===== src/logic/cpu_consts.svh =====
`ifndef CPU_CONSTS_SVH
`define CPU_CONSTS_SVH

// Datapath and address width
`define CPU_XLEN 32

`define CPU_NREGS 32
`define CPU_RADDR_W 5

// jal writes its return address here
`define CPU_LINK_REG 31

`define CPU_RESET_PC 32'h0000_0000
`define CPU_PC_STEP 32'd4

`endif


===== src/logic/cpu_pkg.sv =====
package cpu_pkg;

`include "cpu_consts.svh"

    typedef enum logic [4:0] {
        st_if  = 5'b00001,
        st_id  = 5'b00010,
        st_exe = 5'b00100,
        st_mem = 5'b01000,
        st_wb  = 5'b10000
    } cpu_state_e;

    typedef enum logic [5:0] {
        op_special = 6'b000000,
        op_j       = 6'b000010,
        op_jal     = 6'b000011,
        op_beq     = 6'b000100,
        op_bne     = 6'b000101,
        op_addiu   = 6'b001001,
        op_slti    = 6'b001010,
        op_sltiu   = 6'b001011,
        op_andi    = 6'b001100,
        op_ori     = 6'b001101,
        op_xori    = 6'b001110,
        op_lui     = 6'b001111,
        op_lw      = 6'b100011,
        op_sw      = 6'b101011
    } opcode_e;

    typedef enum logic [5:0] {
        fn_jr   = 6'b001000,
        fn_addu = 6'b100001,
        fn_subu = 6'b100011,
        fn_and  = 6'b100100,
        fn_or   = 6'b100101,
        fn_xor  = 6'b100110,
        fn_nor  = 6'b100111,
        fn_slt  = 6'b101010,
        fn_sltu = 6'b101011
    } funct_e;

    typedef enum logic [2:0] {
        alu_and  = 3'b000,
        alu_or   = 3'b001,
        alu_add  = 3'b010,
        alu_sltu = 3'b011,
        alu_xor  = 3'b100,
        alu_nor  = 3'b101,
        alu_sub  = 3'b110,
        alu_slt  = 3'b111
    } alu_op_e;

    typedef enum logic [2:0] {
        cls_nop,
        cls_alu,
        cls_branch,
        cls_jump,
        cls_load,
        cls_store
    } instr_class_e;

    typedef struct packed {
        instr_class_e              cls;
        alu_op_e                   alu_op;
        logic                      use_imm;
        logic                      zero_ext;
        logic                      is_lui;
        logic                      is_bne;
        logic                      link;
        logic                      jreg;
        logic [`CPU_RADDR_W-1:0]   rd;
        logic [15:0]               imm;
        logic [25:0]               jidx;
    } decode_ctrl_t;

    typedef struct packed {
        logic [`CPU_XLEN-1:0] rs_val;
        logic [`CPU_XLEN-1:0] rt_val;
    } operands_t;

    typedef struct packed {
        logic [`CPU_XLEN-1:0]    value;      // ALU result, lui value, link or address
        logic [`CPU_XLEN-1:0]    store_data;
        logic [`CPU_RADDR_W-1:0] rd;
        logic                    wen;
        logic                    load;
        logic                    store;
    } exec_result_t;

    typedef struct packed {
        logic [`CPU_XLEN-1:0] pc;
    } imem_port_t;

    typedef struct packed {
        logic [`CPU_XLEN-1:0] addr;
        logic [`CPU_XLEN-1:0] wdata;
        logic                 write;
        logic                 read;
    } dmem_req_t;

endpackage


===== src/logic/reg_file.sv =====
`timescale 1ns/1ps

`include "cpu_consts.svh"

module reg_file import cpu_pkg::*; (
    input  logic                    clk,
    input  logic [`CPU_RADDR_W-1:0] raddr1,
    input  logic [`CPU_RADDR_W-1:0] raddr2,
    output operands_t               rdata,
    input  logic                    wen,
    input  logic [`CPU_RADDR_W-1:0] waddr,
    input  logic [`CPU_XLEN-1:0]    wdata
);

    logic [`CPU_XLEN-1:0] regs [`CPU_NREGS];

    always_ff @(posedge clk) begin
        if (wen && waddr != '0) begin
            regs[waddr] <= wdata;
        end
    end

    // Register 0 is never written, so force its read value
    assign rdata.rs_val = (raddr1 == '0) ? '0 : regs[raddr1];
    assign rdata.rt_val = (raddr2 == '0) ? '0 : regs[raddr2];

endmodule


===== src/logic/alu.sv =====
`timescale 1ns/1ps

`include "cpu_consts.svh"

module alu import cpu_pkg::*; (
    input  logic [`CPU_XLEN-1:0] a,
    input  logic [`CPU_XLEN-1:0] b,
    input  alu_op_e              op,
    output logic [`CPU_XLEN-1:0] result,
    output logic                 zero
);

    logic lt_signed;
    logic lt_unsigned;

    assign lt_signed   = $signed(a) < $signed(b);
    assign lt_unsigned = a < b;

    always_comb begin
        case (op)
            alu_and:  result = a & b;
            alu_or:   result = a | b;
            alu_add:  result = a + b;
            alu_sub:  result = a - b;
            alu_xor:  result = a ^ b;
            alu_nor:  result = ~(a | b);
            alu_slt:  result = {{(`CPU_XLEN-1){1'b0}}, lt_signed};
            alu_sltu: result = {{(`CPU_XLEN-1){1'b0}}, lt_unsigned};
            default:  result = a + b;
        endcase
    end

    assign zero = (result == '0);   // Branch compare on a subtraction

endmodule


===== src/logic/cpu_fsm.sv =====
`timescale 1ns/1ps

module cpu_fsm import cpu_pkg::*; (
    input  logic         clk,
    input  logic         rst,
    input  decode_ctrl_t ctrl,
    output cpu_state_e   state
);

    cpu_state_e   next_state;
    instr_class_e cls_q;
    logic         link_q;

    always_ff @(posedge clk) begin
        if (rst) begin
            state  <= st_if;
            cls_q  <= cls_nop;
            link_q <= 1'b0;
        end else begin
            state <= next_state;
            if (state == st_id) begin
                cls_q  <= ctrl.cls;
                link_q <= ctrl.link;
            end
        end
    end

    always_comb begin
        case (state)
            st_if:  next_state = st_id;
            st_id:  next_state = (ctrl.cls == cls_nop) ? st_if : st_exe;
            st_exe: begin
                case (cls_q)
                    cls_alu:              next_state = st_wb;
                    cls_jump:             next_state = link_q ? st_wb : st_if;
                    cls_load, cls_store:  next_state = st_mem;
                    default:              next_state = st_if;   // Branches end here
                endcase
            end
            st_mem: next_state = (cls_q == cls_load) ? st_wb : st_if;
            default: next_state = st_if;
        endcase
    end

endmodule


===== src/logic/fetch_unit.sv =====
`timescale 1ns/1ps

`include "cpu_consts.svh"

module fetch_unit import cpu_pkg::*; (
    input  logic                 clk,
    input  logic                 rst,
    input  cpu_state_e           state,
    input  logic [`CPU_XLEN-1:0] instruction,
    input  logic                 redirect,
    input  logic [`CPU_XLEN-1:0] target,
    output imem_port_t           imem,
    output logic [`CPU_XLEN-1:0] instr,
    output logic [`CPU_XLEN-1:0] pc_plus
);

    logic [`CPU_XLEN-1:0] pc;

    always_ff @(posedge clk) begin
        if (rst) begin
            pc <= `CPU_RESET_PC;
        end else if (state == st_if) begin
            pc <= pc + `CPU_PC_STEP;
        end else if (state == st_exe && redirect) begin
            pc <= target;
        end
    end

    always_ff @(posedge clk) begin
        if (state == st_if) begin
            instr <= instruction;
        end
    end

    assign imem.pc = pc;
    assign pc_plus = pc;   // Already stepped once fetch is done

endmodule


===== src/logic/decoder.sv =====
`timescale 1ns/1ps

`include "cpu_consts.svh"

module decoder import cpu_pkg::*; (
    input  logic [`CPU_XLEN-1:0]    instr,
    output logic [`CPU_RADDR_W-1:0] raddr1,
    output logic [`CPU_RADDR_W-1:0] raddr2,
    output decode_ctrl_t            ctrl
);

    opcode_e                 opcode;
    funct_e                  funct;
    logic [`CPU_RADDR_W-1:0] rt;
    logic [`CPU_RADDR_W-1:0] rd;
    alu_op_e                 r_op;
    alu_op_e                 i_op;
    logic                    r_valid;
    logic                    is_jr;

    assign opcode = opcode_e'(instr[31:26]);
    assign funct  = funct_e'(instr[5:0]);
    assign raddr1 = instr[25:21];
    assign rt     = instr[20:16];
    assign rd     = instr[15:11];
    assign raddr2 = rt;
    assign is_jr  = (funct == fn_jr);

    always_comb begin
        r_valid = 1'b1;
        case (funct)
            fn_addu: r_op = alu_add;
            fn_subu: r_op = alu_sub;
            fn_and:  r_op = alu_and;
            fn_or:   r_op = alu_or;
            fn_xor:  r_op = alu_xor;
            fn_nor:  r_op = alu_nor;
            fn_slt:  r_op = alu_slt;
            fn_sltu: r_op = alu_sltu;
            default: begin
                r_op    = alu_add;
                r_valid = 1'b0;   // jr and the all-zero word land here
            end
        endcase
    end

    always_comb begin
        case (opcode)
            op_slti:        i_op = alu_slt;
            op_sltiu:       i_op = alu_sltu;
            op_andi:        i_op = alu_and;
            op_ori:         i_op = alu_or;
            op_xori:        i_op = alu_xor;
            op_beq, op_bne: i_op = alu_sub;
            default:        i_op = alu_add;   // addiu, lw and sw address
        endcase
    end

    always_comb begin
        ctrl.cls      = cls_nop;
        ctrl.alu_op   = i_op;
        ctrl.use_imm  = 1'b0;
        ctrl.zero_ext = (opcode == op_andi) || (opcode == op_ori) || (opcode == op_xori);
        ctrl.is_lui   = (opcode == op_lui);
        ctrl.is_bne   = (opcode == op_bne);
        ctrl.link     = (opcode == op_jal);
        ctrl.jreg     = 1'b0;
        ctrl.rd       = rt;
        ctrl.imm      = instr[15:0];
        ctrl.jidx     = instr[25:0];
        case (opcode)
            op_special: begin
                ctrl.alu_op = r_op;
                ctrl.rd     = rd;
                ctrl.jreg   = is_jr;
                if (r_valid) begin
                    ctrl.cls = cls_alu;
                end else if (is_jr) begin
                    ctrl.cls = cls_jump;
                end
            end
            op_addiu, op_slti, op_sltiu, op_andi, op_ori, op_xori, op_lui: begin
                ctrl.cls     = cls_alu;
                ctrl.use_imm = 1'b1;
            end
            op_beq, op_bne: ctrl.cls = cls_branch;
            op_j:           ctrl.cls = cls_jump;
            op_jal: begin
                ctrl.cls = cls_jump;
                ctrl.rd  = `CPU_RADDR_W'(`CPU_LINK_REG);
            end
            op_lw: begin
                ctrl.cls     = cls_load;
                ctrl.use_imm = 1'b1;
            end
            op_sw: begin
                ctrl.cls     = cls_store;
                ctrl.use_imm = 1'b1;
            end
            default: ctrl.cls = cls_nop;
        endcase
    end

endmodule


===== src/logic/exec_stage.sv =====
`timescale 1ns/1ps

`include "cpu_consts.svh"

module exec_stage import cpu_pkg::*; (
    input  logic                 clk,
    input  cpu_state_e           state,
    input  decode_ctrl_t         ctrl,
    input  operands_t            ops,
    input  logic [`CPU_XLEN-1:0] pc_plus,
    output logic                 redirect,
    output logic [`CPU_XLEN-1:0] target,
    output exec_result_t         result
);

    decode_ctrl_t         ctrl_q;
    operands_t            ops_q;
    logic [`CPU_XLEN-1:0] imm_ext;
    logic [`CPU_XLEN-1:0] alu_b;
    logic [`CPU_XLEN-1:0] alu_res;
    logic [`CPU_XLEN-1:0] lui_val;
    logic [`CPU_XLEN-1:0] br_target;
    logic [`CPU_XLEN-1:0] jump_target;
    logic                 alu_zero;
    logic                 taken;

    always_ff @(posedge clk) begin
        if (state == st_id) begin
            ctrl_q <= ctrl;
            ops_q  <= ops;
        end
    end

    assign imm_ext = ctrl_q.zero_ext ? {{(`CPU_XLEN-16){1'b0}}, ctrl_q.imm}
                                     : {{(`CPU_XLEN-16){ctrl_q.imm[15]}}, ctrl_q.imm};
    assign alu_b   = ctrl_q.use_imm ? imm_ext : ops_q.rt_val;
    assign lui_val = {ctrl_q.imm, {(`CPU_XLEN-16){1'b0}}};

    alu u_alu (
        .a      (ops_q.rs_val),
        .b      (alu_b),
        .op     (ctrl_q.alu_op),
        .result (alu_res),
        .zero   (alu_zero)
    );

    assign taken       = (ctrl_q.cls == cls_branch) && (alu_zero != ctrl_q.is_bne);
    assign br_target   = pc_plus + {imm_ext[`CPU_XLEN-3:0], 2'b00};
    assign jump_target = {pc_plus[`CPU_XLEN-1:28], ctrl_q.jidx, 2'b00};

    assign redirect = (state == st_exe) && (taken || ctrl_q.cls == cls_jump);
    assign target   = ctrl_q.jreg ? ops_q.rs_val :
                      (ctrl_q.cls == cls_jump) ? jump_target : br_target;

    always_ff @(posedge clk) begin
        if (state == st_exe) begin
            result.value      <= ctrl_q.link ? pc_plus : (ctrl_q.is_lui ? lui_val : alu_res);
            result.store_data <= ops_q.rt_val;
            result.rd         <= ctrl_q.rd;
            result.wen        <= (ctrl_q.cls == cls_alu) || (ctrl_q.cls == cls_load) ||
                                 ctrl_q.link;
            result.load       <= (ctrl_q.cls == cls_load);
            result.store      <= (ctrl_q.cls == cls_store);
        end
    end

endmodule


===== src/logic/mem_wb_stage.sv =====
`timescale 1ns/1ps

`include "cpu_consts.svh"

module mem_wb_stage import cpu_pkg::*; (
    input  logic                    clk,
    input  cpu_state_e              state,
    input  exec_result_t            result,
    output dmem_req_t               dmem,
    input  logic [`CPU_XLEN-1:0]    read_data,
    output logic                    wen,
    output logic [`CPU_RADDR_W-1:0] waddr,
    output logic [`CPU_XLEN-1:0]    wdata
);

    logic [`CPU_XLEN-1:0] load_q;

    // Only full words are moved, so the low address bits are dropped
    assign dmem.addr  = {result.value[`CPU_XLEN-1:2], 2'b00};
    assign dmem.wdata = result.store_data;
    assign dmem.write = (state == st_mem) && result.store;
    assign dmem.read  = (state == st_mem) && result.load;

    always_ff @(posedge clk) begin
        if (dmem.read) begin
            load_q <= read_data;   // Memory answers in the same cycle
        end
    end

    assign wen   = (state == st_wb) && result.wen;
    assign waddr = result.rd;
    assign wdata = result.load ? load_q : result.value;

endmodule


===== src/logic/simple_cpu.sv =====
`timescale 1ns/1ps

`include "cpu_consts.svh"

module simple_cpu import cpu_pkg::*; (
    input  logic                 clk,
    input  logic                 rst,
    output imem_port_t           imem,
    input  logic [`CPU_XLEN-1:0] instruction,
    output dmem_req_t            dmem,
    input  logic [`CPU_XLEN-1:0] read_data
);

    cpu_state_e              state;
    decode_ctrl_t            ctrl;
    operands_t               ops;
    exec_result_t            ex_result;
    logic [`CPU_XLEN-1:0]    instr;
    logic [`CPU_XLEN-1:0]    pc_plus;
    logic [`CPU_XLEN-1:0]    target;
    logic                    redirect;
    logic [`CPU_RADDR_W-1:0] raddr1;
    logic [`CPU_RADDR_W-1:0] raddr2;
    logic                    rf_wen;
    logic [`CPU_RADDR_W-1:0] rf_waddr;
    logic [`CPU_XLEN-1:0]    rf_wdata;

    cpu_fsm u_fsm (
        .clk   (clk),
        .rst   (rst),
        .ctrl  (ctrl),
        .state (state)
    );

    fetch_unit u_fetch (
        .clk         (clk),
        .rst         (rst),
        .state       (state),
        .instruction (instruction),
        .redirect    (redirect),
        .target      (target),
        .imem        (imem),
        .instr       (instr),
        .pc_plus     (pc_plus)
    );

    decoder u_dec (
        .instr  (instr),
        .raddr1 (raddr1),
        .raddr2 (raddr2),
        .ctrl   (ctrl)
    );

    reg_file u_rf (
        .clk    (clk),
        .raddr1 (raddr1),
        .raddr2 (raddr2),
        .rdata  (ops),
        .wen    (rf_wen),
        .waddr  (rf_waddr),
        .wdata  (rf_wdata)
    );

    exec_stage u_exec (
        .clk      (clk),
        .state    (state),
        .ctrl     (ctrl),
        .ops      (ops),
        .pc_plus  (pc_plus),
        .redirect (redirect),
        .target   (target),
        .result   (ex_result)
    );

    mem_wb_stage u_mem_wb (
        .clk       (clk),
        .state     (state),
        .result    (ex_result),
        .dmem      (dmem),
        .read_data (read_data),
        .wen       (rf_wen),
        .waddr     (rf_waddr),
        .wdata     (rf_wdata)
    );

endmodule


===== config.mk =====
export PLATFORM = sky130hd
export DESIGN_NAME = simple_cpu
export DESIGN_NICKNAME = d
export VERILOG_FILES = /design/src/logic/cpu_pkg.sv /design/src/logic/reg_file.sv /design/src/logic/alu.sv /design/src/logic/cpu_fsm.sv /design/src/logic/fetch_unit.sv /design/src/logic/decoder.sv /design/src/logic/exec_stage.sv /design/src/logic/mem_wb_stage.sv /design/src/logic/simple_cpu.sv
export VERILOG_INCLUDE_DIRS = /design/src /design/src/logic
export SDC_FILE = /design/constraint.sdc
export NUM_CORES = 2
export LEC_CHECK = 0
export BUFFER_PORTS_ARGS = -buffer_cell sky130_fd_sc_hd__buf_2
export CAP_MARGIN = 10
export CORE_MARGIN = 8
export CORE_UTILIZATION = 40
export CTS_CLUSTER_DIAMETER = 150
export DETAILED_ROUTE_END_ITERATION = 16
export GPL_ROUTABILITY_DRIVEN = 0
export MAX_ROUTING_LAYER = met4
export SLEW_MARGIN = 20
export SYNTH_ARGS = -nofsm -noshare
export SYNTH_HDL_FRONTEND = slang
export SYNTH_HIERARCHICAL = 1
export SYNTH_SLANG_ARGS = --single-unit

===== constraint.sdc =====
create_clock -name clk -period 12.6 [get_ports clk]
set_input_delay 1.89 -clock clk [delete_from_list [all_inputs] [get_ports clk]]
set_output_delay 1.89 -clock clk [all_outputs]
set_load 0.02 [all_outputs]

---- Word level (Yosys, flattened, before mapping) ----
Memories as Yosys holds them, arrays and structs flattened. A register that Yosys moved wholly into a read port is not among the register bits.
Cells that the tools add are included.
storage, ports and cells
  bits in registers ....................... 236
  logic and storage cells ................. 133
  memory bits (writable) .................. 1024
  memories ................................ 1
  output and inout port bits .............. 98
memories
  memory     words  bits a word  rd ports  clocked after Yosys merged registers in  wr ports  RTL line        RTL
  u_rf.regs  32     32           2         2                                        1         reg_file.sv:15  logic [`CPU_XLEN-1:0] regs [`CPU_NREGS];
operators by class
  reduce and logical (&&, ||, !) cells .... 27
  equal/unequal tests ..................... 45
  muxes and demuxes ....................... 26
  magnitude comparators ................... 2
  add/sub/neg operators ................... 4
  bitwise gates (word level) .............. 4
operators by type and width
  cell                                           number
  two-way mux 32 bit                             9
  case mux 32 bit (8 select lines)               1
  adder 32 bit                                   2
  < comparator 32 bit                            2
  == test 6 bit, second input constant           10
  == test 6 x 4 -> 1 bit, second input constant  8
  case mux 3 bit (6 select lines)                2
  adder 32 x 3 -> 32 bit, second input constant  1
  AND 32 bit                                     1
  zero test 32 bit                               1
  NOT 32 bit                                     1
  bitwise OR 32 bit                              1
  subtractor 32 bit                              1
  XOR 32 bit                                     1
  == test 3 bit, second input constant           8
  case mux 3 bit (7 select lines)                1
  case mux 5 bit (4 select lines)                1
  == test 3 x 2 -> 1 bit, second input constant  5
  case mux 5 bit (3 select lines)                1
  == test 6 x 2 -> 1 bit, second input constant  2
  == test 6 x 3 -> 1 bit, second input constant  2
  zero test 5 bit                                2
  two-way mux 5 bit                              2
  case mux 5 bit (2 select lines)                1
  22 further kinds                               42

---- Longest topological paths before layout ----
  depth in word-level cells ............... 13
  gate-level depth with buffers ........... 27

---- By module ----
Netlist, hierarchy kept.
by module, submodules not included
  module        instances  sequential area each (µm²)  area an instance (µm²)  cells each
  reg_file      1          30749.5                     47929.7                 2564
  exec_stage    1          5855.6                      9311.4                  727
  alu           1          0.0                         6349.8                  984
  fetch_unit    1          1601.5                      3095.5                  305
  mem_wb_stage  1          960.9                       2057.0                  143
  decoder       1          0.0                         795.8                   114
  cpu_fsm       1          180.2                       441.7                   52

---- Worst setup path after synthesis ----
OpenSTA, ideal clock, no wires.
  path kind ............................... register to register
  start ................................... register u_fsm.state[0]
  end ..................................... register u_exec/ctrl_q[0] in the netlist's numbering (enable)
  required time ........................... 11.819 ns
  cell stages (with the launch flop) ...... 3
  arrival time ............................ 9.735 ns
  setup slack ............................. 2.083 ns
  library setup time ...................... 0.781 ns
  clock period less this slack ............ 10.517 ns
  cells stage by stage .................... dfxtp_1 > or3_1 > nor3b_1
between the ends
  longest elaborated chain between the ends .. 1
RTL lines
  element                 RTL line          RTL
  start, declared         cpu_fsm.sv:7      output cpu_state_e state
  start signal, assigned  cpu_fsm.sv:16     state <= st_if;
  start signal, assigned  cpu_fsm.sv:20     state <= next_state;
  == test 5 x 2 -> 1 bit  exec_stage.sv:28  if (state == st_id) begin
  end signal, assigned    exec_stage.sv:29  ctrl_q <= ctrl;
  end, declared           exec_stage.sv:16  decode_ctrl_t ctrl_q;
No other way between the ends.
A chain may end at the register's enable or synchronous reset.

---- Worst setup path after layout ----
  start ................................... register u_exec/ctrl_q[52] in the netlist's numbering
  end ..................................... register u_fetch.pc[10], in the netlist u_fetch/imem[10]
RTL lines
  element                                            RTL line          RTL
  two-way mux 32 bit (*)                             exec_stage.sv:36  assign alu_b = ctrl_q.use_imm ? imm_ext : ops_q.rt_val;
  named net u_exec.alu_b[17]                         exec_stage.sv:19  logic [`CPU_XLEN-1:0] alu_b;
  subtractor 32 bit or adder 32 bit (tied branches)  --
  case mux 32 bit (8 select lines) (*)               alu.sv:20         case (op)
  named net u_exec.alu_res[19]                       exec_stage.sv:20  logic [`CPU_XLEN-1:0] alu_res;
  zero test 32 bit (*)                               alu.sv:33         assign zero = (result == '0);
  named net u_exec.alu_zero                          exec_stage.sv:24  logic alu_zero;
  inequality test 1 bit (*)                          exec_stage.sv:47  assign taken = (ctrl_q.cls == cls_branch) && (alu_zero != ctrl_q.is_bne);
  logical AND 1 bit (*)                              exec_stage.sv:47
  logical OR 1 bit (*)                               exec_stage.sv:51  assign redirect = (state == st_exe) && (taken || ctrl_q.cls == cls_jump);
  logical AND 1 bit (*)                              exec_stage.sv:51
  named net redirect                                 simple_cpu.sv:21  logic redirect;
  logical AND 1 bit (*)                              fetch_unit.sv:24  end else if (state == st_exe && redirect) begin
  nonzero test 2 bit (no line) (*)                   --
  end signal, assigned                               fetch_unit.sv:21  pc <= `CPU_RESET_PC;
  end signal, assigned                               fetch_unit.sv:23  pc <= pc + `CPU_PC_STEP;
  end signal, assigned                               fetch_unit.sv:25  pc <= target;
  end, declared                                      fetch_unit.sv:17  logic [`CPU_XLEN-1:0] pc;
Mark *: on every way through the listed nets, which the timed path passes. The rest lies on a longest branch.

==> flow_summary.yaml <==
clock_network:
  cts-resized-gates: 0
  cts.sinks: 1324
  postCtsHoldBufs: 0
  clk_pin_slew_ns: 0.06
  insertion_delay_ns: 0.79
  numCtsBuffers: 139
  post-cts-setup-buffers: 0
  cts_tree: "done"
  cts.htree.levels: 4
  cts_root_buffer: "clkbuf_16"
  ctsLongestPathBuffers: 3
global_route:
  grt_pass1_wl_um: 343000
  grt-ovfl-total: 0
  grt.total_usage_pct: 26.0
  grt_antenna_before_repair: 9
  grt_pass1_vias: 45900
  grt_max_degree: 124
timing:
  period_share_pct: 59.8
  slew_headroom_pct: 27.8
  max_slew.worst_pin.slew_ns: 1.08
  slew_viol_final: 0
  finClkSkew_ns: 0.0247
  finalSetupTns_ns: 0
  finalHoldViolations: 0
  finalSetupViolations: 0
  rsz0062_at_grt: "no"
  fmax_mhz: 133
  fin_crit_ns: 7.54
final_layout:
  synthToLayoutAreaGrowth_pct: 9.55
  drive_above_1_share_pct: 20.9
  layout.nets: 5025
  finish.utilization_pct: 44.1
  instances_no_fill: 7282
yosys:
  synth_enable_flop_cells: 1283
  synth_cell_types: 113
  synthCells: 4889
  ys_seq_elements: 1324
  yosys_warnings: 6
  ys.flop_type: "edfxtp_1"
  yosysSeqAreaShare_pct: 56.2
  async_reset_ff_share_pct: 0
  syn_area_um2: 70000
  avgSynthCellArea_um2: 14.3
routing:
  routed-via-count: 48000
  routed_wl_um: 247000
  drtIter0Drc: 7194
  dr.pass1.iters: 8
  drc: 0
  wl_per_cell_um: 34.0
  antenna_left: 0
  via_per_inst: 6.59
floorplan:
  start_util_pct: 40.3
  dieWidth_um: 434
  die-height_um: 434
  ioPinCount: 164
  dieArea_um2: 189000
  coreArea_um2: 174000
  std_cell_rows: 153
pwr:
  power.leakage_nw: 26.0
  fin_total_pwr_mw: 11.3
  power.density_nw_per_um2: 148
  ir_worst_vdd_v: 0.0000881
place:
  numPortBuffers: 161
  dp_cells: 7024
  dpl.hpwl_um: 150000
critical_path:
  critPathMaxFanout: 33
  startpoint_type: "flop"
  worstPathRequired_ns: 13.25
  cp.arrival_ns: 8.18
  worstSetupPathType: "reg -> reg"
  cp-end-kind: "flop"
run_status:
  status: "finished clean"
hold_path:
  hp-class: "reg -> reg"
job:
  drv_cap: 0
## final cells by class
class / count / area, um2
Timing Repair Buffer: 283 / 1810
Clock inverter: 76 / 734
Clock buffer: 175 / 3730
Antenna cell: 7 / 17.5
Multi-Input combinational cell: 2961 / 27600
Tap cell: 2325 / 2910
Fill cell: 15500 / 97200
Inverter: 131 / 493
Sequential cell: 1324 / 39300
## cells in the mapped netlist, types with 86 or more instances
library cell  instances  area [um2]
edfxtp_1           1283       38500
mux2i_1             358        3580
mux4_2              298        6710
nand2_1             257         965
buf_4               208        1560
a21oi_1             191         956
clkbuf_1            185         694
nor2_1              181         679
o21ai_0             181         906
inv_1               128         480
ha_1                116        1450
mux2_2               95        1070
a211oi_1             88         661
a22oi_1              86         646
## power breakdown
group | total [mW] | internal (mW) | switching, mW
Combinational | 2.27 | 0.841 | 1.42
Clock | 4.09 | 2.35 | 1.74
Sequential | 4.97 | 4.87 | 0.0925
Total | 11.3 | 8.06 | 3.26
## final timing paths
| check | from | end | slack [ns] | cells after the start |
|---|---|---|---|---|
| setup / recovery | u_exec/ctrl_q[52]$_DFFE_PN_ | u_fetch/imem[10]$_SDFFE_PP0P_ | 5.06 | 23 |
| hold / removal | u_exec/ctrl_q[42]$_DFFE_PN_ | u_exec/result[3]$_DFFE_PP_ | 0.42 | 0 |
| setup reg to reg | u_exec/ctrl_q[52]$_DFFE_PN_ | u_fetch/imem[10]$_SDFFE_PP0P_ | 5.06 | 23 |
| hold reg to reg | u_exec/ctrl_q[42]$_DFFE_PN_ | u_exec/result[3]$_DFFE_PP_ | 0.42 | 0 |
## registers in the layout (all words and copies together) (netlist names)
signal / flops
u_exec/ops_q: 64
u_fetch/instr: 32
u_fsm/cls_q: 3
u_fsm/state: 5
u_exec/result: 72
u_exec/ctrl_q: 59
u_rf/regs: 1024
u_mem_wb/load_q: 32
u_fsm/link_q: 1
u_fetch/imem: 32
## logic make-up after synthesis
family / share of synthesized area (%)
compound gates: 10.7
simple gates: 6.52
flops: 56.2
other cells: 0.0107
mux: 18.9
xor+xnor: 0.588
buf+inv: 4.95
fa+ha+maj: 2.16
## metrics by stage
step,worst slack [ns],area [um2],hold slack [ns]
3_5_place_dp,5.37,72200,0.405
2_1_floorplan,2.08,70100,0.400
4_1_cts,5.35,76600,0.420
5_1_grt,4.74,76700,0.427
6_report,5.06,76700,0.418
3_3_place_gp,5.39,72200,0.408
## layout by cell type, fill, tap and decap left out, drive strengths merged, types with 25 or more instances in the layout
master  count
dfxtp      41
a221oi     63
a31oi      27
conb       34
ha        116
edfxtp   1283
o221ai     73
or3        30
xnor2      34
and3       32
o31ai      25
nand4      63
a211oi     90
a311oi     35
nor2      183
nor4       32
nand3      53
a22oi      86
a21oi     191
nor2b      62
inv       138
mux4      352
o21ai     191
clkbuf    175
nor3       68
buf       283
clkinv     50
o211ai     31
nand2     257
mux2      124
mux2i     358
## critical path, cell delays in order, from the launching register on
cell and delay, ns:
edfxtp_1 0.32, buf_4 0.41, nand2_1 0.49, o21ai_0 0.26, inv_1 0.10, ha_1 0.64
inv_1 0.19, o221ai_1 0.33, nand3_1 0.13, a211oi_2 0.47, mux2i_1 0.15, a311o_1 0.31
a2111o_1 0.37, nor4_2 0.28, nand4b_1 0.14, or4_1 0.53, nor4_2 0.54, xor2_1 0.21
o211a_1 0.20, nand3b_1 0.12, a21o_1 0.50, o21bai_1 0.29, a221oi_1 0.28, nor2_1 0.07
## per-layer routing
metal  track usage (%)  wire [um]
met1              32.2      90700
met2              40.4     114000
met3              5.46      26800
met4              13.7      15600
met5                 -          0
Power figures use the tool's default switching activity.
